<file path="src/verilog/m68k_bus_pkg.sv">
`default_nettype none

package m68k_bus_pkg;

    typedef logic [2:0] fc_t;                   // 68000 FC2..FC0

    localparam fc_t FC_USER_DATA = 3'd1;        // User data space
    localparam fc_t FC_USER_PROG = 3'd2;        // User program space
    localparam fc_t FC_SUP_DATA  = 3'd5;        // Supervisor data
    localparam fc_t FC_SUP_PROG  = 3'd6;        // Supervisor program

    // Command word on the valid/ready port
    typedef struct packed {
        logic        write;                     // 1 = write, 0 = read
        logic [1:0]  byte_ena;                  // {upper, lower}
        fc_t         fc;
        logic [31:0] addr;                      // Byte address
        logic [15:0] wr_data;
        logic [5:0]  rsvd;                      // Keep zero
    } bus_cmd_t;

    // Response, one pulse per command
    typedef struct packed {
        logic [15:0] rd_data;                   // Zero on writes and errors
        logic        bus_err;                   // Watchdog expired
        logic        write;                     // Echo of command type
    } bus_rsp_t;

    // Core-side strobe bundle, same shape as a 68000 core's bus port
    typedef struct packed {
        logic        rd_ena;                    // Read strobe, one cen cycle
        logic        wr_ena;                    // Write strobe, one cen cycle
        logic [1:0]  byte_ena;
        fc_t         fc;
        logic [31:0] address;
        logic [15:0] wr_data;
    } core_bus_t;

endpackage

`default_nettype wire
</file>
<file path="src/verilog/m68k_bus_adapter.sv">
`timescale 1ns/1ps
`default_nettype none

module m68k_bus_adapter (
    input  wire logic                    clk,
    input  wire logic                    rst,
    input  wire logic                    halt_n,
    input  wire logic                    br_n,
    input  wire logic                    bgack_n,  // Pin only, nothing behind it
    input  wire m68k_bus_pkg::core_bus_t core,
    input  wire logic                    abort,     // Watchdog drop from engine
    output logic                         cen,
    output logic                         data_ack,
    output logic [15:0]                  rd_data,
    output logic [23:1]                  eab,
    output logic                         as_n,
    output logic                         uds_n,
    output logic                         lds_n,
    output logic                         rw_n,
    input  wire logic                    dtack_n,
    input  wire logic [15:0]             edb_in,
    output logic [15:0]                  edb_out,
    output logic                         bg_n,
    output m68k_bus_pkg::fc_t            fc
);

    logic cen_q;                                 // Free divide-by-two phase
    logic bus_busy;                              // Holds AS after the strobe
    logic busy_wr;                               // Direction of cycle in flight
    logic strobe;
    logic bus_act;

    assign strobe   = core.rd_ena | core.wr_ena;
    assign bus_act  = strobe | bus_busy;
    assign as_n     = ~bus_act;                  // Drops with the strobe itself
    assign uds_n    = ~(core.byte_ena[1] & bus_act);  // Lanes only inside a cycle
    assign lds_n    = ~(core.byte_ena[0] & bus_act);
    assign rw_n     = ~(core.wr_ena | (bus_busy & busy_wr));
    assign eab      = core.address[23:1];        // Word address, A0 dropped
    assign edb_out  = core.wr_data;
    assign rd_data  = edb_in;
    assign data_ack = ~dtack_n;
    assign fc       = core.fc;

    // Halt or grant freezes the enable right away
    assign cen = cen_q & halt_n & bg_n;

    always_ff @(posedge clk) begin
        if (rst) begin
            cen_q <= 1'b0;
        end else begin
            cen_q <= ~cen_q & halt_n & bg_n;      // Restart phase after a stall
        end
    end

    always_ff @(posedge clk) begin
        if (rst) begin
            bus_busy <= 1'b0;
            busy_wr  <= 1'b0;
        end else begin
            if (strobe) begin
                bus_busy <= 1'b1;
                busy_wr  <= core.wr_ena;         // Keep R/W through wait states
            end else if (data_ack || abort) begin
                bus_busy <= 1'b0;
            end
        end
    end

    // Grant only with AS high; release follows BR directly
    always_ff @(posedge clk) begin
        if (rst) begin
            bg_n <= 1'b1;
        end else if (br_n) begin
            bg_n <= 1'b1;
        end else if (as_n) begin
            bg_n <= 1'b0;
        end
    end

    // A granted bus never carries a cycle
    a_grant_idle: assert property (@(posedge clk) disable iff (rst)
        !bg_n |-> as_n);

endmodule

`default_nettype wire

</file>
<file path="config.mk">
export PLATFORM = sky130hd
export DESIGN_NAME = m68k_bus_adapter
export DESIGN_NICKNAME = d
export VERILOG_FILES = /design/src/verilog/m68k_bus_pkg.sv /design/src/verilog/m68k_bus_adapter.sv
export SDC_FILE = /design/constraint.sdc
export NUM_CORES = 1
export LEC_CHECK = 0
export ABC_AREA = 1
export BUFFER_PORTS_ARGS = -buffer_cell sky130_fd_sc_hd__buf_2
export CAP_MARGIN = 25
export CELL_PAD_IN_SITES_DETAIL_PLACEMENT = 0
export CELL_PAD_IN_SITES_GLOBAL_PLACEMENT = 1
export CORE_ASPECT_RATIO = 1.4
export CORE_MARGIN = 2
export CORE_UTILIZATION = 11
export DETAILED_ROUTE_END_ITERATION = 12
export GPL_TIMING_DRIVEN = 0
export PLACE_DENSITY_LB_ADDON = 0.1
export SLEW_MARGIN = 20
export SYNTH_ARGS = -nofsm -noshare
export SYNTH_HDL_FRONTEND = slang
export SYNTH_SLANG_ARGS = --single-unit
</file>
<file path="constraint.sdc">
create_clock -name clk -period 0.8 [get_ports clk]
set_input_delay 0.08 -clock clk [delete_from_list [all_inputs] [get_ports clk]]
set_output_delay 0.08 -clock clk [all_outputs]
set_load 0.01 [all_outputs]
</file>
# [Word-level counts from Yosys, hierarchy flattened]
# Cells that the tools add are included.
# Widths: inputs -> output; s select.
[op_classes] n_mux=2 bitwise=16 n_reduce_logical=3
[ops] op="$and 1x1->1" n=7
[ops] op="$not 1->1" n=6
[ops] op="$or 1x1->1" n=3
[ops] op="$mux 1" n=2
[ops] op="$reduce_bool 2->1" n=1
[ops] op="$reduce_or 2->1" n=1
[ops] op="$logic_or 1x1->1" n=1
[word_totals] regBits=4 in_bits=78 out_inout_bits=65 elab_cells=25

# [Longest topological paths before layout]
# Gate-level depths: netlist (run 1).
[depth] depth_word=4 ltp_mapped=4 depth_no_buf=4

# [Worst setup path after synthesis (run 1)]
# OpenSTA, ideal clock, no wires.
[synth_timing] path_type="reg2out" startpoint="register bg_n" endpoint="output port cen" t_arrival_ns=0.617 t_required_ns=0.720 slack_ns=0.103 stages_incl_launch_ff=3 n_path_buf=0 path_cell_list="dfxtp_1 nand2_1 nor2_1"
[synth_between] elab_chain_len=1
[synth_rtl] element="start, declared" line="m68k_bus_adapter.sv:23" source="output logic bg_n,"
[synth_rtl] element="start signal, assigned" line="m68k_bus_adapter.sv:73" source="bg_n <= 1'b1;"
[synth_rtl] element="start signal, assigned" line="m68k_bus_adapter.sv:75" source="bg_n <= 1'b1;"
[synth_rtl] element="start signal, assigned" line="m68k_bus_adapter.sv:77" source="bg_n <= 1'b0;"
[synth_rtl] element="$and 1x1->1" line="m68k_bus_adapter.sv:46" source="assign cen = cen_q & halt_n & bg_n;"
[synth_rtl] element="end, declared" line="m68k_bus_adapter.sv:12" source="output logic cen,"
# No other way between the ends.

# [Final worst setup path (run 1)]
[layout_timing] startpoint="register bus_busy" endpoint="output port uds_n"
[layout_between] elab_chain_len=3
[layout_rtl] element="start, declared" line="m68k_bus_adapter.sv:28" source="logic bus_busy;"
[layout_rtl] element="start signal, assigned" line="m68k_bus_adapter.sv:58" source="bus_busy <= 1'b0;"
[layout_rtl] element="start signal, assigned" line="m68k_bus_adapter.sv:62" source="bus_busy <= 1'b1;"
[layout_rtl] element="start signal, assigned" line="m68k_bus_adapter.sv:65" source="bus_busy <= 1'b0;"
[layout_rtl] element="$or 1x1->1" line="m68k_bus_adapter.sv:34" source="assign bus_act = strobe | bus_busy;"
[layout_rtl] element="$and 1x1->1" line="m68k_bus_adapter.sv:36" source="assign uds_n = ~(core.byte_ena[1] & bus_act);"
[layout_rtl] element="$not 1->1" line="m68k_bus_adapter.sv:36"
[layout_rtl] element="end, declared" line="m68k_bus_adapter.sv:17" source="output logic uds_n,"
# No other way between the ends.

==> run metrics, run 1 <==
first-pass GRT wire length=1980 um; Reg clk slew, reported paths=0.03 ns; GRT overflow=0; P_sw=0.000309 W; Layout area overhead=86.4%; Synth Register Bits=4; antenna viol nets, final=0; Sw Ratio=26.5%; Slew @ Worst Pin=0.157 ns; violated checks=negative setup slack; n_diodes=0; syn nets=161; headroom to the max-slew limit=89.5%; die area=6120 sq um; crit path kind=register to output port; Port-buffer cells=74; synth warn=0; register share of total power=19.0%; DR WL/cell=6.94 um; Cell Area, Placed=1060 sq um; CTS sink count=4; Cell Area, Synth=606 sq um; Worst Skew=0.00257 ns; Die H=91.8 um; crit path launch type=register; aggregate global-route resource usage=4.13%; DRT Wirelength=1590 um; largest net degree at the start of global routing=5; first-pass iteration count of the detailed router=2; crit path launch=bus_busy; initial core utilization=11.2%; CTS tree=built; GPL Wtd Cong=0.593; Longest Clk Path Bufs=2; period utilisation layout=115%; synthesized area per cell=7.30 sq um; vias in the first global route=477; minimum clock period=0.919 ns; worst-case reg-to-reg path depth=5; cts hold-fix bufs=0; via count=714; RSZ-0062 raised after global routing=yes; Cell variety after synth=10; RR Endpoint=bg_n; Via density=3.12; setup ws final=-0.119 ns; maximum fanout along the worst path=4; multi-input logic area=77.6 sq um; outcome=complete, but fails checks; Residual DRC=0; hold crit path type=input pin to register; fin area=1130 sq um; DIE WIDTH=66.7 um; highest clock rate=1090 MHz; final slew viol count=0; layout cell share with drive strength beyond 1=88.8%; reg2reg setup slack=0.04 ns; Leak=0.701 nW; Final Net Count=241; Place WS=0.0238 ns; sequential area share after synthesis=13.2%; final setup violation count=5; clock root cell=clkbuf_8; P_int=0.000859 W; Clk pwr share=35.5%; crit path DAT=0.84 ns; max cap viols=0; largest area contributor in the netlist=buf_4; CORE AREA=5410 sq um; H-tree levels=1; Fillers=601; Final Hold Viols=0; storage element area=82.6 sq um; initial drt markers=10; Worst Setup End Kind=output port; cells after synthesis=83; Worst IR Drop VDD=1120 uV; Comb pwr share=45.5%; Yosys top cell area share=71.9%; floorplan row count=32; I/O pin cnt=143; CTS Buf Count=3; Critical Path RT=0.72 ns; Power Density=1040 nW/um^2; Area contributors post-synth=buf_4 (72%), dfxtp_1 (13%), inv_1 (3.7%); antenna violations before repair=0; reg-to-reg critical path startpoint=bus_busy; Skew-Pair Late Insertion Delay=0.21 ns; Worst Setup EP=uds_n
==> layout make-up <==
type | count | area share, %
plain buffers | 58 | 38.6
repair buffers | 75 | 34.0
well taps | 68 | 7.54
flip-flops and latches | 4 | 7.32
multi-input cells | 15 | 6.87
clock buffers | 3 | 3.66
inverters | 6 | 2.00
==> per-stage QoR <==
stage          std cells  power, W  hold slack, ns  util (%)  TNS [ns]
2_1_floorplan         83  0.000558           0.149         -         0
3_3_place_gp         225  0.000747           0.269      19.6         0
3_5_place_dp         225  0.000747           0.277      19.6         0
4_1_cts              229   0.00119          0.0562      20.7    -0.598
5_1_grt              229   0.00126          0.0679      20.9    -0.778
6_report             229   0.00117          0.0590      20.9    -0.538
==> kinds of logic (layout without fill, tap and decap cells) <==
| family | count (synthesis) | after routing | synth area share, % |
|---|---|---|---|
| AO/OA/AOI/OAI | 3 | 3 | 2.48 |
| buffers and inverters | 64 | 142 | 75.6 |
| flip-flops | 4 | 4 | 13.2 |
| AND/OR/NAND/NOR | 12 | 12 | 8.68 |
==> what timing repair did <==
action | 4_1_cts | 5_1_grt
pin swaps | 2 | 0
setup buffers | 1 | 0
setup endpoints to repair | 5 | 6
gates resized for setup | 5 | 2
==> metal layers <==
layer  GRT usage, %  routed length [um]
met5              0                   0
met4          0.510                   0
met3           2.82                 343
met2           7.08                 801
met1           4.18                 446
==> worst min path at each step <==
stage	start	endpoint	slack [ns]	depth (start not counted)
5_1_grt	rst	bus_busy	0.07	2
4_1_cts	br_n	bg_n	0.06	3
3_5_place_dp	br_n	bg_n	0.28	3
6_report	br_n	bg_n	0.06	3
2_1_floorplan	rst	bus_busy	0.15	1
3_3_place_gp	br_n	bg_n	0.27	3
==> placed cells by master, fill, tap and decap left out, types with 2 or more instances in the layout <==
master     n
dfxtp_2    2
buf_4     59
nand2_2    2
inv_1      5
nor2_1     3
dfxtp_1    2
nand2_1    3
buf_2     73
clkbuf_8   3
a21oi_1    3
==> power groups by stage <==
| stage | clock (W) | sequential [W] | combinational [W] |
|---|---|---|---|
| floorplan | 0 | 0.000221 | 0.000337 |
| global placement | 0 | 0.000222 | 0.000525 |
| detailed placement | 0 | 0.000222 | 0.000525 |
| CTS | 0.000431 | 0.000222 | 0.000534 |
| global route | 0.000456 | 0.000223 | 0.000577 |
| finish | 0.000415 | 0.000222 | 0.000532 |
==> sequential cells by signal (all words and copies together), names as in the netlist <==
register	flops
bg_n	1
bus_busy	1
busy_wr	1
cen_q	1
==> cells in the mapped netlist, drive strengths merged <==
cell / number
a21oi: 3
buf: 58
dfxtp: 4
inv: 6
nand2: 6
nand3: 1
nor2: 4
nor3: 1
==> worst max-delay path, cell delays in order (launching register included) <==
cell	delay, ns
dfxtp_2	0.34
inv_2	0.04
nand2_4	0.07
nand2_1	0.05
buf_2	0.13
Note: power is estimated with default switching activity, not from simulation.
==> run 2: changes to the inputs <==
--- a/config.mk
+++ b/config.mk
@@ -16,6 +16,7 @@
 export DETAILED_ROUTE_END_ITERATION = 12
 export GPL_TIMING_DRIVEN = 0
 export PLACE_DENSITY_LB_ADDON = 0.1
+export SETUP_SLACK_MARGIN = 0.3
 export SLEW_MARGIN = 20
 export SYNTH_ARGS = -nofsm -noshare
 export SYNTH_HDL_FRONTEND = slang
==> run 2 against run 1 <==
  * Worst hold slack worse by 0.00088 ns
  * Clock power hardly changed
  * Non-clock buffer count is 4 higher
  * Maximum frequency is 1.1% higher
  * The flow still finishes with violations (negative setup slack)
  * Worst setup slack better by 0.0097 ns
  * Via count is 2.9% higher
  * Clock-buffer cell count stayed put
  * Global-route usage is 0.67 points higher
  * Largest power group unchanged
  * Sequential cell count stayed put
==> run metrics, run 2 (same netlist as run 1, synthesis figures left out) <==
outcome=complete, but fails checks (unchanged); violated checks=negative setup slack (unchanged); Worst IR Drop VDD=756 uV (was 1120 uV); initial drt markers=5 (was 10); hold crit path type=input pin to register (unchanged); GRT overflow=0 (unchanged); Hold Slack=0.0581 ns (was 0.0590 ns); DP Wirelength=1560 um; Critical Path RT=0.72 ns (about the same); Longest Clk Path Bufs=2 (unchanged); DRT Wirelength=1750 um (was 1590 um); Worst Skew=0.000350 ns (was 0.00257 ns); CORE AREA=5410 sq um (unchanged); first-pass iteration count of the detailed router=3 (was 2); total power=0.00122 W (was 0.00117 W); layout cell share with drive strength beyond 1=95.2% (was 88.8%); H-tree levels=1 (unchanged); fin area=1230 sq um (was 1130 sq um); final slew viol count=0 (unchanged); Die H=91.8 um (unchanged); Layout area overhead=102% (was 86.4%); Skew-Pair Late Insertion Delay=0.21 ns (about the same); antenna violations before repair=0 (unchanged); cts hold-fix bufs=0 (unchanged); CTS sink count=4 (unchanged); CTS tree=built (unchanged); minimum clock period=0.910 ns (was 0.919 ns); CP peak stage delay=0.33 ns (was 0.34 ns); die area=6120 sq um (unchanged); commonest cells after routing, fill and taps aside=buf_2 (70), buf_4 (60), buf_6 (7), inv_1 (4), dfxtp_2 (4) (was buf_2 (73), buf_4 (59), inv_1 (5)); Final Hold Viols=0 (unchanged); setup ws final=-0.110 ns (was -0.119 ns); floorplan row count=32 (unchanged); max cap viols=0 (unchanged); Residual DRC=0 (unchanged); RSZ-0062 raised after global routing=yes (unchanged); I/O pin cnt=143 (unchanged); DIE WIDTH=66.7 um (unchanged); aggregate global-route resource usage=4.79% (was 4.13%); most common cell after layout, fill and taps aside=buf_2 (unchanged); vias in the first global route=580 (was 477); Reg clk slew, reported paths=0.03 ns (about the same); headroom to the max-slew limit=87.5% (was 89.5%); DR WL/cell=7.50 um (was 6.94 um); crit path DAT=0.83 ns (was 0.84 ns); Via density=3.15 (was 3.12); Final Net Count=245 (was 241); Power Density=999 nW/um^2 (was 1040 nW/um^2); Worst Setup End Kind=output port (unchanged); first-pass GRT wire length=2300 um (was 1980 um); n_diodes=0 (unchanged); WP buf/inv=3 (was 2); CTS Buf Count=3 (unchanged); clock root cell=clkbuf_8 (unchanged); crit path kind=register to output port (unchanged); period utilisation layout=114% (was 115%); GPL Wtd Cong=0.613 (was 0.593); Cell Area, Placed=1080 sq um (was 1060 sq um); Leak=0.735 nW (was 0.701 nW); CP top delay family=flip-flops (unchanged); Port-buffer cells=74 (unchanged); Slew @ Worst Pin=0.188 ns (was 0.157 ns); CP max-delay cell=dfxtp_2 (unchanged); highest clock rate=1100 MHz (was 1090 MHz); via count=735 (was 714); final setup violation count=7 (was 5); initial core utilization=11.2% (unchanged); crit path launch type=register (unchanged); antenna viol nets, final=0 (unchanged); maximum fanout along the worst path=4 (unchanged); largest net degree at the start of global routing=5 (unchanged); crit path cell chain=inv_2 -> nand2_4 -> inv_1 -> buf_2 (was inv_2 -> nand2_4 -> nand2_1 -> buf_2)
run 2: cell count changes in the layout (fill, tap and decap cells not counted), sizes merged:
cell | previous run | this run
buf | 133 | 137
run 2: tightest hold or removal path: stages:
cell	delay, ns
buf_2	0.07
nor2_1	0.04
nand2_1	0.05
run 2: per-stage QoR:
stage	util (%)	setup WS, ns	cells	setup TNS [ns]
after floorplan	-	0.181	83	0
after CTS	22.5	-0.126	233	-0.707
after detailed placement	20.0	0.0588	225	0
final	22.7	-0.110	233	-0.637
after global placement	20.0	0.0684	225	0
after global routing	22.7	-0.162	233	-0.979
run 2: final timing paths:
| kind | startpoint | end | slack, ns | depth (start not counted) |
|---|---|---|---|---|
| worst min-delay path | br_n | bg_n | 0.06 | 3 |
| worst min register to register | cen_q | cen_q | 0.41 | 1 |
| worst max register to register | bus_busy | bus_busy | -0.09 | 5 |
| worst max-delay path | bus_busy | as_n | -0.11 | 4 |
run 2: final cells by class:
class / instances / area (sq um)
fill: 616 / 4180
clock buffer: 3 / 41.3
tap: 68 / 85.1
buffer: 58 / 435
sequential: 4 / 85.1
multi-input combinational: 15 / 113
timing repair buffer: 79 / 444
inverter: 6 / 22.5
run 2: metal layers:
| layer | vias to the layer above | share of wire, % | GRT usage, % | wire length, um |
|---|---|---|---|---|
| li1 | 354 | - | - | - |
| met1 | 312 | 29 | 4.55 | 510 |
| met2 | 69 | 54 | 8.83 | 937 |
| met3 | 0 | 17 | 2.21 | 299 |
| met4 | 0 | 0 | 1.53 | 0 |
| met5 | - | 0 | 0 | 0 |
run 2: repair_timing:
action | in CTS | in global routing
resized for setup | 13 | 4
buffers inserted | 5 | 0
pin swaps | 5 | 2
endpoints found under the hold margin | 0 | 0
endpoints found under the setup margin | 10 | 10
run 2: power by group:
group | total, W | internal, W | switching, W | leakage, nW
clock | 0.000417 | 0.000320 | 0.0000972 | 0.0216
sequential | 0.000225 | 0.000215 | 0.0000102 | 0.0334
combinational | 0.000582 | 0.000359 | 0.000223 | 0.680
total | 0.00122 | 0.000894 | 0.000330 | 0.735
==> run 3: changes to the inputs <==
--- a/config.mk
+++ b/config.mk
@@ -12,7 +12,7 @@
 export CELL_PAD_IN_SITES_GLOBAL_PLACEMENT = 1
 export CORE_ASPECT_RATIO = 1.4
 export CORE_MARGIN = 2
-export CORE_UTILIZATION = 11
+export CORE_UTILIZATION = 12
 export DETAILED_ROUTE_END_ITERATION = 12
 export GPL_TIMING_DRIVEN = 0
 export PLACE_DENSITY_LB_ADDON = 0.1
==> constraint.sdc (replaced) <==
create_clock -name clk -period 1.05 [get_ports clk]
set_input_delay 0.105 -clock clk [delete_from_list [all_inputs] [get_ports clk]]
set_output_delay 0.105 -clock clk [all_outputs]
set_load 0.01 [all_outputs]
==> run 3 against run 2 <==
  * The flow now finishes without violations
  * Worst setup slack gained 0.18 ns
  * Sequential share of layout area grew 0.075 points
  * Routed wire length grew 0.40%
  * Design area decreased by 4.0%
  * Clock power decreased by 22%
  * Largest power group unchanged
  * Highest routed layer unchanged
==> run metrics, run 3 (same netlist as run 1, synthesis figures left out) <==
die area=5640 sq um (was 6120 sq um); WP buf/inv=3 (unchanged); setup TNS=0 ns (was -0.637 ns); final setup violation count=0 (was 7); Slew @ Worst Pin=0.169 ns (was 0.188 ns); Final Hold Viols=0 (unchanged); reg2reg setup slack=0.28 ns (was -0.09 ns); Via density=3.19 (was 3.15); largest net degree at the start of global routing=5 (unchanged); Reg clk slew, reported paths=0.03 ns (about the same); Port-buffer cells=74 (unchanged); CTS sink count=4 (unchanged); period utilisation layout=93.1%; n_diodes=0 (unchanged); Skew-Pair Late Insertion Delay=0.22 ns (was 0.21 ns); Worst Setup End Kind=output port (unchanged); vias in the first global route=546 (was 580); cts hold-fix bufs=0 (unchanged); CORE AREA=4840 sq um (was 5410 sq um); crit path launch type=register (unchanged); headroom to the max-slew limit=88.7% (was 87.5%); initial core utilization=12.5% (was 11.2%); DRT Wirelength=1760 um (was 1750 um); highest clock rate=1020 MHz; Leak=0.723 nW (was 0.735 nW); fin area=1180 sq um (was 1230 sq um); Residual DRC=0 (unchanged); H-tree levels=1 (unchanged); crit path DAT=0.87 ns (was 0.83 ns); most common cell after layout, fill and taps aside=buf_2 (unchanged); CP max-delay cell=dfxtp_2 (unchanged); max cap viols=0 (unchanged); outcome=finished, final reports clean (was complete, but fails checks); GRT overflow=0 (unchanged); DIE WIDTH=64.0 um (was 66.7 um); antenna viol nets, final=0 (unchanged); commonest cells after routing, fill and taps aside=buf_2 (70), buf_4 (60), buf_6 (6), inv_1 (4) (was buf_2 (70), buf_4 (60), buf_6 (7), inv_1 (4), dfxtp_2 (4)); Longest Clk Path Bufs=2 (unchanged); Worst IR Drop VDD=744 uV (was 756 uV); final slew viol count=0 (unchanged); initial drt markers=11 (was 5); layout cell share with drive strength beyond 1=90.9% (was 95.2%); floorplan row count=30 (was 32); clock root cell=clkbuf_8 (unchanged); via count=727 (was 735); Layout area overhead=94.4% (was 102%); first-pass iteration count of the detailed router=2 (was 3); Die H=88.1 um (was 91.8 um); Power Density=783 nW/um^2 (was 999 nW/um^2); CP top delay family=buffers and inverters (was flip-flops); Cell Area, Placed=1060 sq um (was 1080 sq um); CTS Buf Count=3 (unchanged); Final Net Count=244 (was 245); maximum fanout along the worst path=2 (was 4); Critical Path RT=0.94 ns (was 0.72 ns); aggregate global-route resource usage=4.88% (was 4.79%); hold crit path type=input pin to register (unchanged); CP peak stage delay=0.31 ns (was 0.33 ns); I/O pin cnt=143 (unchanged); first-pass GRT wire length=2180 um (was 2300 um); crit path cell chain=buf_4 -> buf_6 -> buf_6 (was inv_2 -> nand2_4 -> inv_1 -> buf_2); RSZ-0062 raised after global routing=yes (unchanged); Worst Skew=0.00364 ns (was 0.000350 ns); minimum clock period=0.977 ns; DR WL/cell=7.70 um (was 7.50 um); CTS tree=built (unchanged); crit path kind=register to output port (unchanged); cell mode on critical path=buf_6; GPL Wtd Cong=0.661 (was 0.613); DP Wirelength=1530 um (was 1560 um); antenna violations before repair=0 (unchanged)
==> run 3: cell count changes in the layout (fill, tap and decap cells not counted), sizes merged <==
| cell | before | now |
|---|---|---|
| buf | 137 | 136 |
==> run 3: area by class of cell <==
class                           instances  area, sq um
Tap cell                               64         80.1
Fill cell                             540         3660
Buffer                                 58          435
Clock buffer                            3         41.3
Timing Repair Buffer                   78          433
Inverter                                6         22.5
Sequential cell                         4         82.6
Multi-Input combinational cell         15         82.6
==> run 3: what timing repair did <==
item | in CTS | in global routing
pin swaps | 2 | 3
buffers inserted | 2 | 2
endpoints found under the setup margin | 6 | 7
resized for setup | 6 | 9
==> run 3: final timing paths <==
kind | startpoint | depth (start not counted) | to
max reg2reg | bus_busy | 5 | bg_n
min reg2reg | cen_q | 1 | cen_q
min | br_n | 3 | bg_n
max | bg_n | 3 | bg_n
==> run 3: where the power goes <==
part           internal [W]  switching, W  total (W)
combinational      0.000262      0.000165   0.000427
clock              0.000245     0.0000812   0.000326
sequential         0.000163    0.00000598   0.000169
==> run 3: stage by stage <==
step | setup WS [ns] | hold slack (ns) | total power, W | std cells | utilization, %
2_1_floorplan | 0.328 | 0.174 | 0.000425 | 83 | -
3_3_place_gp | 0.278 | 0.293 | 0.000568 | 221 | 21.8
3_5_place_dp | 0.260 | 0.292 | 0.000570 | 221 | 21.8
4_1_cts | 0.0960 | 0.0717 | 0.000908 | 226 | 23.3
5_1_grt | 0.0315 | 0.0860 | 0.000970 | 228 | 24.3
6_report | 0.0726 | 0.0745 | 0.000921 | 228 | 24.3
==> run 3: layer usage <==
layer	track usage, %	vias to the layer above	part of all wire [%]
met5	0	-	0
met4	0	0	0
met3	3.60	0	20
met2	8.90	81	50
met1	4.69	294	30
li1	-	352	-
==> run 3: worst register-to-register path: cells and delay by family (launching register included) <==
family / cells / cell delay, ns
buffers and inverters: 2 / 0.19
AND/OR/NAND/NOR: 3 / 0.15
flip-flops: 1 / 0.32
