<file path="src/verilog/m68k_map_pkg.sv">
`default_nettype none

package m68k_map_pkg;

    // Two mapped windows, everything else is unmapped
    localparam logic [23:0] RAM_BASE    = 24'h00_0000;  // Fast RAM
    localparam logic [23:0] SLOW_BASE   = 24'h10_0000;  // Slow RAM
    localparam logic [23:0] REGION_SIZE = 24'h00_0200;  // 512 bytes each

    localparam int RAM_WORDS = 256;             // Words per region

    // Wait states inserted before DTACK
    localparam int FAST_WAIT = 0;
    localparam int SLOW_WAIT = 3;

    localparam int BUS_TIMEOUT = 32;            // Watchdog cycles in wait

endpackage

`default_nettype wire

</file>
<file path="src/verilog/m68k_bus_pkg.sv">
`default_nettype none

package m68k_bus_pkg;

    typedef logic [2:0] fc_t;                   // 68000 FC2..FC0

    localparam fc_t FC_USER_DATA = 3'd1;        // User data space
    localparam fc_t FC_USER_PROG = 3'd2;        // User program space
    localparam fc_t FC_SUP_DATA  = 3'd5;        // Supervisor data
    localparam fc_t FC_SUP_PROG  = 3'd6;        // Supervisor program

    // Command word on the valid/ready port
    typedef struct packed {
        logic        write;                     // 1 = write, 0 = read
        logic [1:0]  byte_ena;                  // {upper, lower}
        fc_t         fc;
        logic [31:0] addr;                      // Byte address
        logic [15:0] wr_data;
        logic [5:0]  rsvd;                      // Keep zero
    } bus_cmd_t;

    // Response, one pulse per command
    typedef struct packed {
        logic [15:0] rd_data;                   // Zero on writes and errors
        logic        bus_err;                   // Watchdog expired
        logic        write;                     // Echo of command type
    } bus_rsp_t;

    // Core-side strobe bundle, same shape as a 68000 core's bus port
    typedef struct packed {
        logic        rd_ena;                    // Read strobe, one cen cycle
        logic        wr_ena;                    // Write strobe, one cen cycle
        logic [1:0]  byte_ena;
        fc_t         fc;
        logic [31:0] address;
        logic [15:0] wr_data;
    } core_bus_t;

endpackage

`default_nettype wire
</file>
<file path="src/verilog/m68k_cmd_engine.sv">
`timescale 1ns/1ps
`default_nettype none

module m68k_cmd_engine (
    input  wire logic                     clk,
    input  wire logic                     rst,
    input  wire logic                     cmd_valid,
    input  wire m68k_bus_pkg::bus_cmd_t   cmd,
    output logic                          cmd_ready,
    output logic                          rsp_valid,
    output m68k_bus_pkg::bus_rsp_t        rsp,
    input  wire logic                     cen,
    input  wire logic                     data_ack,
    input  wire logic [15:0]              rd_data,
    output m68k_bus_pkg::core_bus_t       core,
    output logic                          abort
);

    typedef enum logic [1:0] {
        ST_IDLE   = 2'd0,                         // Ready for a command
        ST_STROBE = 2'd1,                         // Waiting for cen to launch
        ST_WAIT   = 2'd2                          // Cycle out, waiting for DTACK
    } state_t;

    state_t                 state;
    m68k_bus_pkg::bus_cmd_t cmd_q;                // Held for the whole bus cycle
    logic [$clog2(m68k_map_pkg::BUS_TIMEOUT)-1:0] wd_cnt;
    logic                   launch;
    logic                   wd_hit;

    assign cmd_ready = (state == ST_IDLE);
    assign launch    = (state == ST_STROBE) & cen;  // Exactly one cen wide
    assign wd_hit    = wd_cnt ==
        ($clog2(m68k_map_pkg::BUS_TIMEOUT))'(m68k_map_pkg::BUS_TIMEOUT - 1);

    // A late DTACK in the last cycle still wins over the watchdog
    assign abort = (state == ST_WAIT) & wd_hit & ~data_ack;

    assign core.rd_ena   = launch & ~cmd_q.write;
    assign core.wr_ena   = launch & cmd_q.write;
    assign core.byte_ena = cmd_q.byte_ena;
    assign core.fc       = cmd_q.fc;
    assign core.address  = cmd_q.addr;
    assign core.wr_data  = cmd_q.wr_data;

    always_ff @(posedge clk) begin
        if (rst) begin
            state     <= ST_IDLE;
            rsp_valid <= 1'b0;
            wd_cnt    <= '0;
        end else begin
            rsp_valid <= 1'b0;                    // Single-cycle pulse
            case (state)
                ST_IDLE: begin
                    if (cmd_valid) state <= ST_STROBE;
                end
                ST_STROBE: begin
                    wd_cnt <= '0;
                    if (cen) state <= ST_WAIT;
                end
                ST_WAIT: begin
                    wd_cnt <= wd_cnt + 1'b1;
                    if (data_ack || abort) begin
                        state     <= ST_IDLE;
                        rsp_valid <= 1'b1;
                    end
                end
                default: state <= ST_IDLE;
            endcase
        end
    end

    // Command and response payload
    always_ff @(posedge clk) begin
        if (cmd_valid && cmd_ready) cmd_q <= cmd;
        if (state == ST_WAIT && data_ack) begin
            rsp.rd_data <= cmd_q.write ? 16'h0000 : rd_data;  // Sample on DTACK
            rsp.bus_err <= 1'b0;
            rsp.write   <= cmd_q.write;
        end else if (abort) begin
            rsp.rd_data <= 16'h0000;
            rsp.bus_err <= 1'b1;                  // Bus error, nobody answered
            rsp.write   <= cmd_q.write;
        end
    end

    // DTACK only answers the cycle in flight
    a_ack_in_wait: assert property (@(posedge clk) disable iff (rst)
        data_ack |-> state == ST_WAIT);

endmodule

`default_nettype wire

</file>
<file path="config.mk">
export PLATFORM = sky130hd
export DESIGN_NAME = m68k_cmd_engine
export DESIGN_NICKNAME = d
export VERILOG_FILES = /design/src/verilog/m68k_map_pkg.sv /design/src/verilog/m68k_bus_pkg.sv /design/src/verilog/m68k_cmd_engine.sv
export SDC_FILE = /design/constraint.sdc
export NUM_CORES = 1
export LEC_CHECK = 0
export BUFFER_PORTS_ARGS = -buffer_cell sky130_fd_sc_hd__buf_2
export CAP_MARGIN = 20
export CORE_ASPECT_RATIO = 1.75
export CORE_MARGIN = 3
export CORE_UTILIZATION = 45
export CTS_CLUSTER_SIZE = 28
export DETAILED_ROUTE_END_ITERATION = 6
export PLACE_DENSITY = 0.76
export SKIP_CTS_REPAIR_TIMING = 1
export SLEW_MARGIN = 15
export SYNTH_ARGS = -nofsm -noshare
export SYNTH_HDL_FRONTEND = slang
export SYNTH_SLANG_ARGS = --single-unit
</file>
<file path="constraint.sdc">
create_clock -name clk -period 2.8 [get_ports clk]
set_clock_uncertainty 0.05 [all_clocks]
set_input_delay 0.28 -clock clk [delete_from_list [all_inputs] [get_ports clk]]
set_output_delay 0.28 -clock clk [all_outputs]
set_load 0.05 [all_outputs]
</file>
=== After elaboration in Yosys (flattened, before gate mapping) ===
Cells that the tools add are included.

* Bitwise logic cells: 8
* Reductions and logical operators: 8
* Eq/ne operators: 6
* Muxes and demuxes: 9
* $add $sub $neg: 1

{| class="wikitable"
|+ Operator list
! cell !! count
|-
| 2-to-1 mux 18 bit || 2
|-
| 2-to-1 mux 16 bit || 1
|-
| case mux 5 bit (2 select lines) || 1
|-
| 2-to-1 mux 2 bit || 3
|-
| != test 2 bit (second input constant) || 3
|-
| case mux 2 bit (3 select lines) || 1
|-
| adder 5 x 1 -> 5 bit (second input constant) || 1
|-
| AND 1 bit || 5
|-
| == test 5 bit (second input constant) || 1
|-
| nonzero test 2 bit || 2
|-
| NOT 1 bit || 3
|-
| AND reduction 3 bit || 1
|-
| == test 2 x 1 -> 1 bit (second input constant) || 1
|-
| == test 2 bit (second input constant) || 1
|-
| logical AND 1 bit || 2
|-
| zero test 2 bit || 1
|-
| OR reduction 2 bit || 1
|-
| logical OR 1 bit || 1
|-
| 2-to-1 mux 1 bit || 1
|}

* Register bits after elaboration: 80
* Output and inout bits: 76
* Logic and storage cells: 43

=== Longest topological paths before layout ===
Gate-level depths: netlist of the first run.

* Depth after elaboration: 6
* Depth in mapped cells: 6
* Mapped depth without buffers: 6

=== Worst setup path before layout of the first run ===
Ideal clock, no wire load.

* Path kind: reg-to-reg
* From: register state[0]
* To: register cmd_q[59] (netlist bit) (enable)
* Data arrival time: 2.279 ns
* Stages on the path, launching flop included: 4
* Clock period less this slack: 2.746 ns
* Setup slack: 0.054 ns
* Cell sequence: dfxtp_1 > inv_1 > ha_1 > and2_1

* Word-level cells in the longest chain between the ends: 2

{| class="wikitable"
|+ Ends and longest elaborated chain
! element !! RTL line !! source
|-
| start: declaration || m68k_cmd_engine.sv:25 || <nowiki>state_t state;</nowiki>
|-
| start signal: assignment || m68k_cmd_engine.sv:48 || <nowiki>state <= ST_IDLE;</nowiki>
|-
| start signal: assignment || m68k_cmd_engine.sv:55 || <nowiki>if (cmd_valid) state <= ST_STROBE;</nowiki>
|-
| start signal: assignment || m68k_cmd_engine.sv:59 || <nowiki>if (cen) state <= ST_WAIT;</nowiki>
|-
| zero test 2 bit || m68k_cmd_engine.sv:31 || <nowiki>assign cmd_ready = (state == ST_IDLE);</nowiki>
|-
| net cmd_ready || m68k_cmd_engine.sv:9 || <nowiki>output logic cmd_ready,</nowiki>
|-
| logical AND 1 bit || m68k_cmd_engine.sv:75 || <nowiki>if (cmd_valid && cmd_ready) cmd_q <= cmd;</nowiki>
|-
| end signal: assignment || m68k_cmd_engine.sv:75 ||
|-
| end: declaration || m68k_cmd_engine.sv:26 || <nowiki>m68k_bus_pkg::bus_cmd_t cmd_q;</nowiki>
|}

The timed path passes the listed nets, and every way through them passes these cells.
A chain may end at the register's enable or synchronous reset.

=== Worst setup path in the final report of the first run ===
* From: register wd_cnt[0] (netlist bit)
* To: output port abort

* Word-level cells in the longest chain between the ends: 3

{| class="wikitable"
|+ Ends and longest elaborated chain
! element !! RTL line !! source
|-
| start: declaration || m68k_cmd_engine.sv:27 || <nowiki>logic [$clog2(m68k_map_pkg::BUS_TIMEOUT)-1:0] wd_cnt;</nowiki>
|-
| start signal: assignment || m68k_cmd_engine.sv:62 || <nowiki>wd_cnt <= wd_cnt + 1'b1;</nowiki>
|-
| == test 5 bit || m68k_cmd_engine.sv:33 || <nowiki>assign wd_hit = wd_cnt ==</nowiki>
|-
| AND 1 bit (2 in series) || m68k_cmd_engine.sv:37 || <nowiki>assign abort = (state == ST_WAIT) & wd_hit & ~data_ack;</nowiki>
|-
| end: declaration || m68k_cmd_engine.sv:16 || <nowiki>output logic abort</nowiki>
|}

Every way passes these cells.

==> results of run 1 <==
==> registers in the layout, summed over array words and instances (netlist names) <==
signal	count
cmd_q	1
core	53
rsp	18
rsp_valid	1
state	2
wd_cnt	5
==> routing by layer <==
metal	global-route usage, %	part of all wire [%]
met1	15.2	36
met2	23.7	51
met3	7.06	11
met4	7.56	2.5
met5	0	0
==> cell usage after synthesis <==
cell	instances	area share, %
sky130_fd_sc_hd__nand2b_1	4	0.79
sky130_fd_sc_hd__buf_1	1	0.12
sky130_fd_sc_hd__a222oi_1	1	0.32
sky130_fd_sc_hd__and2b_4	1	0.32
sky130_fd_sc_hd__nand4b_1	1	0.28
sky130_fd_sc_hd__a31oi_1	1	0.20
sky130_fd_sc_hd__a21oi_1	6	0.95
sky130_fd_sc_hd__mux2i_1	2	0.64
sky130_fd_sc_hd__nand3b_1	1	0.24
sky130_fd_sc_hd__inv_1	4	0.48
sky130_fd_sc_hd__nor2b_1	2	0.40
sky130_fd_sc_hd__or3_1	1	0.20
sky130_fd_sc_hd__and2_1	18	3.6
sky130_fd_sc_hd__and3_1	2	0.40
sky130_fd_sc_hd__dfxtp_1	9	5.7
sky130_fd_sc_hd__ha_1	6	2.4
sky130_fd_sc_hd__nand2_1	8	0.95
sky130_fd_sc_hd__buf_2	1	0.16
sky130_fd_sc_hd__o21ai_0	1	0.16
sky130_fd_sc_hd__edfxtp_1	71	68
sky130_fd_sc_hd__clkinvlp_2	1	0.16
sky130_fd_sc_hd__clkbuf_1	1	0.12
sky130_fd_sc_hd__buf_4	53	13
sky130_fd_sc_hd__nand3_1	4	0.64
sky130_fd_sc_hd__nor2_1	4	0.48
==> power groups by stage <==
stage | Clock (mW) | Combinational, mW | Sequential (mW)
after global routing | 1.17 | 1.29 | 1.65
after floorplan | 0 | 1.05 | 1.74
after detailed placement | 0 | 1.24 | 1.65
final | 1.09 | 1.23 | 1.63
after global placement | 0 | 1.23 | 1.64
after CTS | 1.12 | 1.24 | 1.63
==> stage by stage <==
stage	setup WS [ns]	std cells	hold slack [ns]	utilization, %	area (um2)
detailed placement	0.859	381	0.408	54.1	3610
global route	0.624	396	0.0617	58.2	3890
global placement	0.948	381	0.398	54.1	3610
CTS	0.781	396	0.0618	58.2	3890
floorplan	0.0539	204	0.325	-	3150
finish	0.789	397	0.0799	58.2	3890
==> cells in the final DEF, fill, tap and decap left out, types with 2 or more instances in the layout <==
cell / count
sky130_fd_sc_hd__a21oi_1: 6
sky130_fd_sc_hd__and2_1: 17
sky130_fd_sc_hd__and3_1: 2
sky130_fd_sc_hd__buf_2: 150
sky130_fd_sc_hd__clkbuf_16: 9
sky130_fd_sc_hd__clkinv_2: 3
sky130_fd_sc_hd__dfxtp_1: 9
sky130_fd_sc_hd__edfxtp_1: 71
sky130_fd_sc_hd__ha_1: 6
sky130_fd_sc_hd__inv_1: 4
sky130_fd_sc_hd__mux2i_1: 2
sky130_fd_sc_hd__nand2_1: 8
sky130_fd_sc_hd__nand2b_1: 4
sky130_fd_sc_hd__nand3_1: 4
sky130_fd_sc_hd__nor2_1: 4
sky130_fd_sc_hd__nor2b_1: 2
==> worst max-delay path by stage <==
stage | end | slack, ns | cells after the start
global route | rsp[14] | 0.62 | 5
CTS | abort | 0.78 | 6
floorplan | cmd_q[59] | 0.05 | 3
global placement | rsp[0] | 0.95 | 6
finish | abort | 0.79 | 6
detailed placement | rsp[13] | 0.86 | 5
==> cells by family (layout without fill, tap and decap cells) <==
family	after synthesis	count (layout)	share of synthesized area, %
multiplexers	2	2	0.636
buffers and inverters	61	171	13.7
AND/OR/NAND/NOR	46	46	8.26
other	0	1	0
adder cells (fa/ha/maj)	6	6	2.38
AO/OA/AOI/OAI	9	9	1.63
flip-flops	80	80	73.4
==> cell type report <==
type / instances / area, um2
tap: 82 / 103
clock inverter: 5 / 48.8
timing repair buffer: 151 / 771
sequential: 80 / 2310
inverter: 5 / 20.0
antenna: 1 / 2.50
multi-input combinational: 63 / 408
fill: 552 / 2790
clock buffer: 10 / 229
==> results.toml, run 1 <==
[run_status]
status = "complete, no violations"

[sta]
fmax_ghz = 0.497
number_of_failing_setup_endpoints_in_the_final_timing_report = 0
final.setup.tns_ns = 0
final_min_period_over_clock_period_pct = 71.8
fin_crit_ns = 2.01
unrepaired_setup_endpoints_after_global_routing = "no"
final-hold-violation-count = 0
timing.slew.headroom_pct = 53.5
tightestPinTransition_ns = 0.695
timing_max_transition_violations_final = 0

[critical_path]
critPathBufInv = 1
worst-setup-path-type = "register to primary output"
path_delay_family = "adder cells"
required_ns = 2.47
crit-reg2reg-launch = "wd_cnt[0]"
reg2reg_depth = 6
crit_fanout = 4
slowest_delay_ns = 0.38
timing.critical_path.to_type = "primary output"
reg2reg_setup_slack_ns = 0.92
worstPathCellList = "ha_1, and3_1, ha_1, nand2_1, nor2_1, buf_2"
crit_path_frequent_cell = "sky130_fd_sc_hd__ha_1"
startpoint = "wd_cnt[0]"
crit_path_start_kind = "register"
timing.rr.end = "rsp[0]"
crit_path_top_delay_cell = "sky130_fd_sc_hd__dfxtp_1"
worstPathArrival_ns = 1.68

[floorplanning]
floorplan.initialDensity_pct = 47.1
rows = 39
die-height_um = 117
floorplan.io_pins = 157
floorplan.die_area_um2 = 8080
floorplan.die.width_um = 69.2
core_region_area_um2 = 6690

[logic_synthesis]
synth.distinct_cells = 25
synth.yosys.warnings = 0
synth_nets = 291
synth.ff_latch_count = 80
postSynthAreaPerCell_um2 = 15.4
cell_count_after_synthesis = 204
synth_area_um2 = 3150
synth-seq-area-share_pct = 73.4

[clocking]
cts_inserted_buffers = 9
clockRootBuffer = "sky130_fd_sc_hd__clkbuf_16"
cts_tree = "built"
clk_transition_reported_paths_ns = 0.05
htreeDepth = 3
clk-insertion-delay-late_ns = 0.32
clockBufferDepth = 2
clock-sinks = 80

[finish]
drive_gt1_share_pct = 53.2
final_net_count = 397
area.growth.synth_to_final_pct = 23.6

[route]
viasPerCell = 4.64
drt_pass1_iterations = 4
detailedRoute.firstIterationViolations = 120
count_of_antenna_violating_nets_left_after_detailed_routing = 0
vias = 1842
detail_route.wirelength_um = 5720
drt_drc_violations_left = 0
detail_route.wl_per_cell_um = 14.4

[pwr]
power.density_nw_per_um2 = 1010
largest_voltage_drop_on_the_vdd_net_v = 0.000624
switching_part_of_the_total_pct = 36.6
leak_pwr_nw = 1.69
share_clk_of_total_power_pct = 27.6
sequential_power_share_pct = 41.3
internal_cell_power_mw = 2.50
switchingPower_mw = 1.44
finalPower_mw = 3.94
combPwrFrac_pct = 31.2

[grt]
groute.usage.overall_pct = 14.4
globalRoute.totalOverflow = 0
first_global_vias = 1803
grt_antenna_before_repair = 0
global_route_wire_length_before_repair_um = 8690
grt_start_max_net_pins = 51

[min_path]
hold_path_end = "core[20]"
worstHoldPathCells = 1
min-delay-path-class = "input pin to register"
hold_path.startpoint = "cmd[26]"

[placement]
hpwl_um = 4380
routabilityCongestion = 0.727
port_buffers = 150

[run]
cap_violations = 0
Note: power is estimated with default switching activity, not from simulation.
==> run 2: changes to the inputs <==
Settings changed: ABC_AREA set to 1, CORE_UTILIZATION 45 to 41, PLACE_DENSITY 0.76 to 0.72.
Clock period 2.8 ns to 1.7 ns, I/O delays scaled along.
==> run 2 against run 1 <==
  * The run now ends with negative setup slack left
  * First-iteration DRC count shrank 31%
  * Die area grew 11%
  * Setup slack lost 0.87 ns
  * Critical path type unchanged
  * Critical endpoint unchanged
==> results.toml, run 2 <==
[run_status]
status = "finished, violations left"
violations = "negative setup slack"

[finish]
most-common-layout-cells = "148 x sky130_fd_sc_hd__buf_2, 71 x sky130_fd_sc_hd__edfxtp_1, 55 x sky130_fd_sc_hd__dlygate4sd3_1"
antennaDiodeCount = 0
final_common_cell = "sky130_fd_sc_hd__buf_2"
multi_input_gate_area_um2 = 482
final_util_pct = 62.0
fill_cells = 610
drive_gt1_share_pct = 48.4
final-instance-count-excl-fill = 497
largest_register_ffs = 53
final_net_count = 492
final-seq-area_um2 = 2320
area.growth.synth_to_final_pct = 46.7

[pwr]
largest_voltage_drop_on_the_vdd_net_v = 0.000956
finalPower_mw = 7.12
leak_pwr_nw = 2.02
power.density_nw_per_um2 = 1520

[logic_synthesis]
synth.distinct_cells = 21
yosys-top-cells-count = "71 x sky130_fd_sc_hd__edfxtp_1, 53 x sky130_fd_sc_hd__buf_4, 31 x sky130_fd_sc_hd__nand2_1"
synth_top_cells_by_area = "sky130_fd_sc_hd__edfxtp_1 67%, sky130_fd_sc_hd__buf_4 12%, sky130_fd_sc_hd__dfxtp_1 5.6%"
synth_nets = 320
async_set_reset_flop_share_out_of_synthesis_pct = 0
synth_area_um2 = 3200
yosysTopAreaCell = "sky130_fd_sc_hd__edfxtp_1"
cell_count_after_synthesis = 233
synth_largest_type_area_fraction_pct = 66.6
synth-seq-area-share_pct = 72.3
commonest_register_cell_after_synthesis = "sky130_fd_sc_hd__edfxtp_1"
synth.yosys.warnings = 0
post_synth_edffs = 71
postSynthAreaPerCell_um2 = 13.7
synth.ff_latch_count = 80
synth_most_common_cell = "sky130_fd_sc_hd__edfxtp_1"

[sta]
final_min_period_over_clock_period_pct = 104
fin_hold_ws_ns = 0.0887
finalWorstSetupSlack_ns = -0.0760
timing_max_transition_violations_final = 0
final-hold-violation-count = 0
number_of_failing_setup_endpoints_in_the_final_timing_report = 1
timing.slew.headroom_pct = 81.4
final.setup.tns_ns = -0.0760
fmax_ghz = 0.563
fin_crit_ns = 1.78
tightestPinTransition_ns = 0.280
unrepaired_setup_endpoints_after_global_routing = "yes"

[grt]
global_route_wire_length_before_repair_um = 8890
met3_grt_util_pct = 6.80
grt-busiest-layer = "met2"
groute.usage.overall_pct = 13.7
globalRoute.totalOverflow = 0
global_route.usage.met1_pct = 14.7
grt_start_max_net_pins = 54
first_global_vias = 1873
grt_use_met2_pct = 22.1
grt_antenna_before_repair = 0

[clocking]
htreeDepth = 3
cts_tree = "built"
clk-insertion-delay-late_ns = 0.32
cts_inserted_buffers = 9
clock-sinks = 80
clockRootBuffer = "sky130_fd_sc_hd__clkbuf_16"
clk_transition_reported_paths_ns = 0.06
clockBufferDepth = 2

[min_path]
min-delay-path-class = "input pin to register"

[critical_path]
required_ns = 1.48
timing.critical_path.to_type = "primary output"
crit_fanout = 4
worst-setup-path-type = "register to primary output"
crit_path_start_kind = "register"
worstPathArrival_ns = 1.56

[route]
vias = 2187
count_of_antenna_violating_nets_left_after_detailed_routing = 0
drt_drc_violations_left = 0
viasPerCell = 4.40
drt_pass1_iterations = 4
detail_route.wirelength_um = 7180
detail_route.wl_per_cell_um = 14.5
detailedRoute.firstIterationViolations = 83

[floorplanning]
floorplan.die_area_um2 = 8940
rows = 42
core_region_area_um2 = 7570
floorplan.initialDensity_pct = 42.3
die-height_um = 123
floorplan.io_pins = 157
floorplan.die.width_um = 72.8

[placement]
routabilityCongestion = 0.724
place_inst = 420
port_buffers = 150
hpwl_um = 4630

[run]
cap_violations = 0
[run 2: changes by cell type in the layout (fill, tap and decap cells not counted), sizes merged, moves of 2 or more]
| cell | change |
|---|---|
| nand2 | +24 |
| dlygate4sd3 | +55 |
| nor3 | +3 |
| mux2i | -2 |
| and2 | -18 |
| nand2b | -4 |
| clkbuf | +4 |
| buf | +8 |
| and3 | -2 |
| nor2 | +23 |
| nor2b | -2 |
| inv | +9 |
| nand4 | +2 |
[run 2: cell families (layout without fill, tap and decap cells)]
logic type,Yosys count,in the layout,share of synthesized area [%]
and+or+nand+nor,67,67,8.56
adders and majority gates,6,6,2.35
xor gates and xnor gates,1,1,0.274
buffers and inverters,71,247,15.1
AOI/OAI and AO/OA,8,8,1.49
DFF,80,80,72.3
[run 2: path summary, 6_finish.rpt]
kind,start,depth (start not counted),endpoint,slack [ns]
worst min register to register,wd_cnt[4],2,wd_cnt[4],0.43
worst min-delay path,rd_data[9],3,rsp[11],0.09
worst max register to register,wd_cnt[0],8,rsp[10],0.01
worst max-delay path,wd_cnt[0],7,abort,-0.08
[run 2: cell type report]
type | count | area share (%)
Inverter | 15 | 1.28
Timing Repair Buffer | 217 | 31.2
Multi-Input combinational cell | 82 | 10.3
Tap cell | 88 | 2.35
Clock buffer | 11 | 4.96
Sequential cell | 80 | 49.5
Clock inverter | 4 | 0.480
[run 2: metal layers]
metal  share of wire, %  vias up
met5                  0        -
met4                1.9        0
met3                7.7       12
met2                 55       93
met1                 35     1009
li1                   -     1073
[run 2: power by group]
| part | total (mW) | internal [mW] | switching [mW] |
|---|---|---|---|
| registers | 2.78 | 2.66 | 0.124 |
| logic | 2.69 | 0.690 | 2.00 |
| clock network | 1.65 | 0.971 | 0.679 |
[run 2: per-stage QoR]
| step | area, um2 | setup WS, ns |
|---|---|---|
| finish | 4690 | -0.0760 |
| global route | 4690 | -0.165 |
| CTS | 3990 | -0.328 |
| detailed placement | 3730 | 0.0195 |
| global placement | 3730 | 0.0621 |
| floorplan | 3240 | -0.206 |
[run 2: worst max-delay path, cell delays in order, from the launching register on]
cell                      delay [ns]
sky130_fd_sc_hd__dfxtp_4        0.36
sky130_fd_sc_hd__ha_4           0.13
sky130_fd_sc_hd__nand2_2        0.06
sky130_fd_sc_hd__nor2_2         0.11
sky130_fd_sc_hd__ha_2           0.22
sky130_fd_sc_hd__nand2_4        0.08
sky130_fd_sc_hd__nor2_4         0.12
sky130_fd_sc_hd__buf_8          0.15
==> run 3: changes to the inputs <==
Settings changed: CORE_UTILIZATION 41 to 45, PLACE_DENSITY 0.72 to 0.76.
Clock period 1.7 ns to 2.2 ns, I/O delays scaled along.
==> run 3 against run 2 <==
  * The flow now finishes without violations
  * Count of clock-buffer cells in the layout unchanged
  * Clock power fell by 9%
  * Setup slack better by 0.29 ns
  * Via count down 10%
  * Critical path depth did not move
  * First-iteration DRC count increased by 89%
  * Register-to-register slack better by 0.46 ns
  * Global-route usage grew 1.5 points
  * Final cell count decreased by 13%
  * Sequential power is 23% lower
  * Critical path type unchanged
==> results.toml, run 3 (synthesis gave the netlist of run 2 again) <==
[critical_path]
crit-reg2reg-launch = "wd_cnt[0]"
crit_fanout = 5
required_ns = 1.93
timing.rr.end = "rsp[12]"
worst-setup-path-type = "register to primary output"
crit_path_start_kind = "register"
worstPathArrival_ns = 1.72
reg2reg_depth = 7
crit_path_top_delay_cell = "sky130_fd_sc_hd__dfxtp_1"
worstPathCellList = "ha_1, nand2_1, nor2_1, ha_1, nand2_1, nor2_1, clkbuf_4"
path_delay_family = "simple AND/OR/NAND/NOR gates"
reg2reg_setup_slack_ns = 0.47
startpoint = "wd_cnt[0]"
critPathBufInv = 1
timing.critical_path.to_type = "primary output"
slowest_delay_ns = 0.35
worstSetupPathDepth = 7
setup.worst_path.end = "abort"

[floorplanning]
floorplan.die.width_um = 69.7
rows = 40
die-height_um = 118
core_region_area_um2 = 6910
floorplan.initialDensity_pct = 46.3
floorplan.io_pins = 157
floorplan.die_area_um2 = 8200

[route]
viasPerCell = 4.55
detail_route.wl_per_cell_um = 13.9
detailedRoute.firstIterationViolations = 157
drt_drc_violations_left = 0
count_of_antenna_violating_nets_left_after_detailed_routing = 0
detail_route.wirelength_um = 6010
vias = 1968
drt_pass1_iterations = 4

[sta]
fmax_ghz = 0.504
timing_max_transition_violations_final = 0
final_min_period_over_clock_period_pct = 90.2
fin_crit_ns = 1.99
timing.slew.headroom_pct = 68.3
tightestPinTransition_ns = 0.475
finalWorstSetupSlack_ns = 0.215
final.setup.tns_ns = 0
fin_hold_ws_ns = 0.0117
unrepaired_setup_endpoints_after_global_routing = "no"
final-hold-violation-count = 0
number_of_failing_setup_endpoints_in_the_final_timing_report = 0

[grt]
first_global_vias = 1975
global_route_wire_length_before_repair_um = 9400
grt_start_max_net_pins = 40
grt_antenna_before_repair = 2
groute.usage.overall_pct = 15.2
globalRoute.totalOverflow = 0

[finish]
final_common_cell = "sky130_fd_sc_hd__buf_2"
final_net_count = 431
final-instance-count-excl-fill = 433
final_util_pct = 57.8
most-common-layout-cells = "149 x sky130_fd_sc_hd__buf_2, 71 x sky130_fd_sc_hd__edfxtp_1, 31 x sky130_fd_sc_hd__nand2_1"
largest_register_ffs = 53
finalInstanceArea_um2 = 3990
drive_gt1_share_pct = 49.6
area.growth.synth_to_final_pct = 24.7
fill_cells = 559
antennaDiodeCount = 0

[clocking]
clockBufferDepth = 2
clk_transition_reported_paths_ns = 0.05
clk-insertion-delay-late_ns = 0.32
clockRootBuffer = "sky130_fd_sc_hd__clkbuf_16"
cts_inserted_buffers = 9
htreeDepth = 3
clock-sinks = 80
cts_tree = "built"

[placement]
place_inst = 416
post-place-ws_ns = 0.480
routabilityCongestion = 0.785
hpwl_um = 4610
port_buffers = 150
detailed_place.area_um2 = 3670

[run]
cap_violations = 0

[pwr]
power.density_nw_per_um2 = 1380
leak_pwr_nw = 1.74
finalPower_mw = 5.49
largest_voltage_drop_on_the_vdd_net_v = 0.000675

[min_path]
min-delay-path-class = "input pin to register"

[run_status]
status = "complete, no violations"
## run 3: worst min path at each step
stage / from / endpoint / slack [ns] / depth (start not counted)
after floorplan: rst / rsp_valid / 0.23 / 1
after global placement: cmd[40] / core[34] / 0.35 / 1
after detailed placement: cmd[36] / core[30] / 0.35 / 1
after CTS: cmd[59] / cmd_q[59] / -0.002 / 1
after global routing: cmd[6] / core[0] / 0.0004 / 1
final: cmd[24] / core[18] / 0.01 / 1
## run 3: area by class of cell
class                   instances  area [um2]  area share (%)
repair buffers                156         801            20.1
inverters                      15        60.1            1.51
clock buffers                  11         233            5.83
clock inverters                 5        71.3            1.79
flip-flops and latches         80        2310            57.9
well taps                      84         105            2.63
multi-input cells              82         408            10.2
## run 3: where the power goes
part           switching, mW  leakage, nW  internal, mW
sequential            0.0827        0.743          2.05
combinational           1.48        0.851         0.372
clock                  0.519        0.146         0.981
total                   2.09         1.74          3.40
## run 3: per-layer routing
layer | part of all wire, % | routed length, um | GRT usage (%)
met1 | 34 | 2050 | 15.1
met2 | 52 | 3140 | 25.6
met3 | 11 | 650 | 7.35
met4 | 2.4 | 145 | 8.51
met5 | 0.43 | 26 | 0
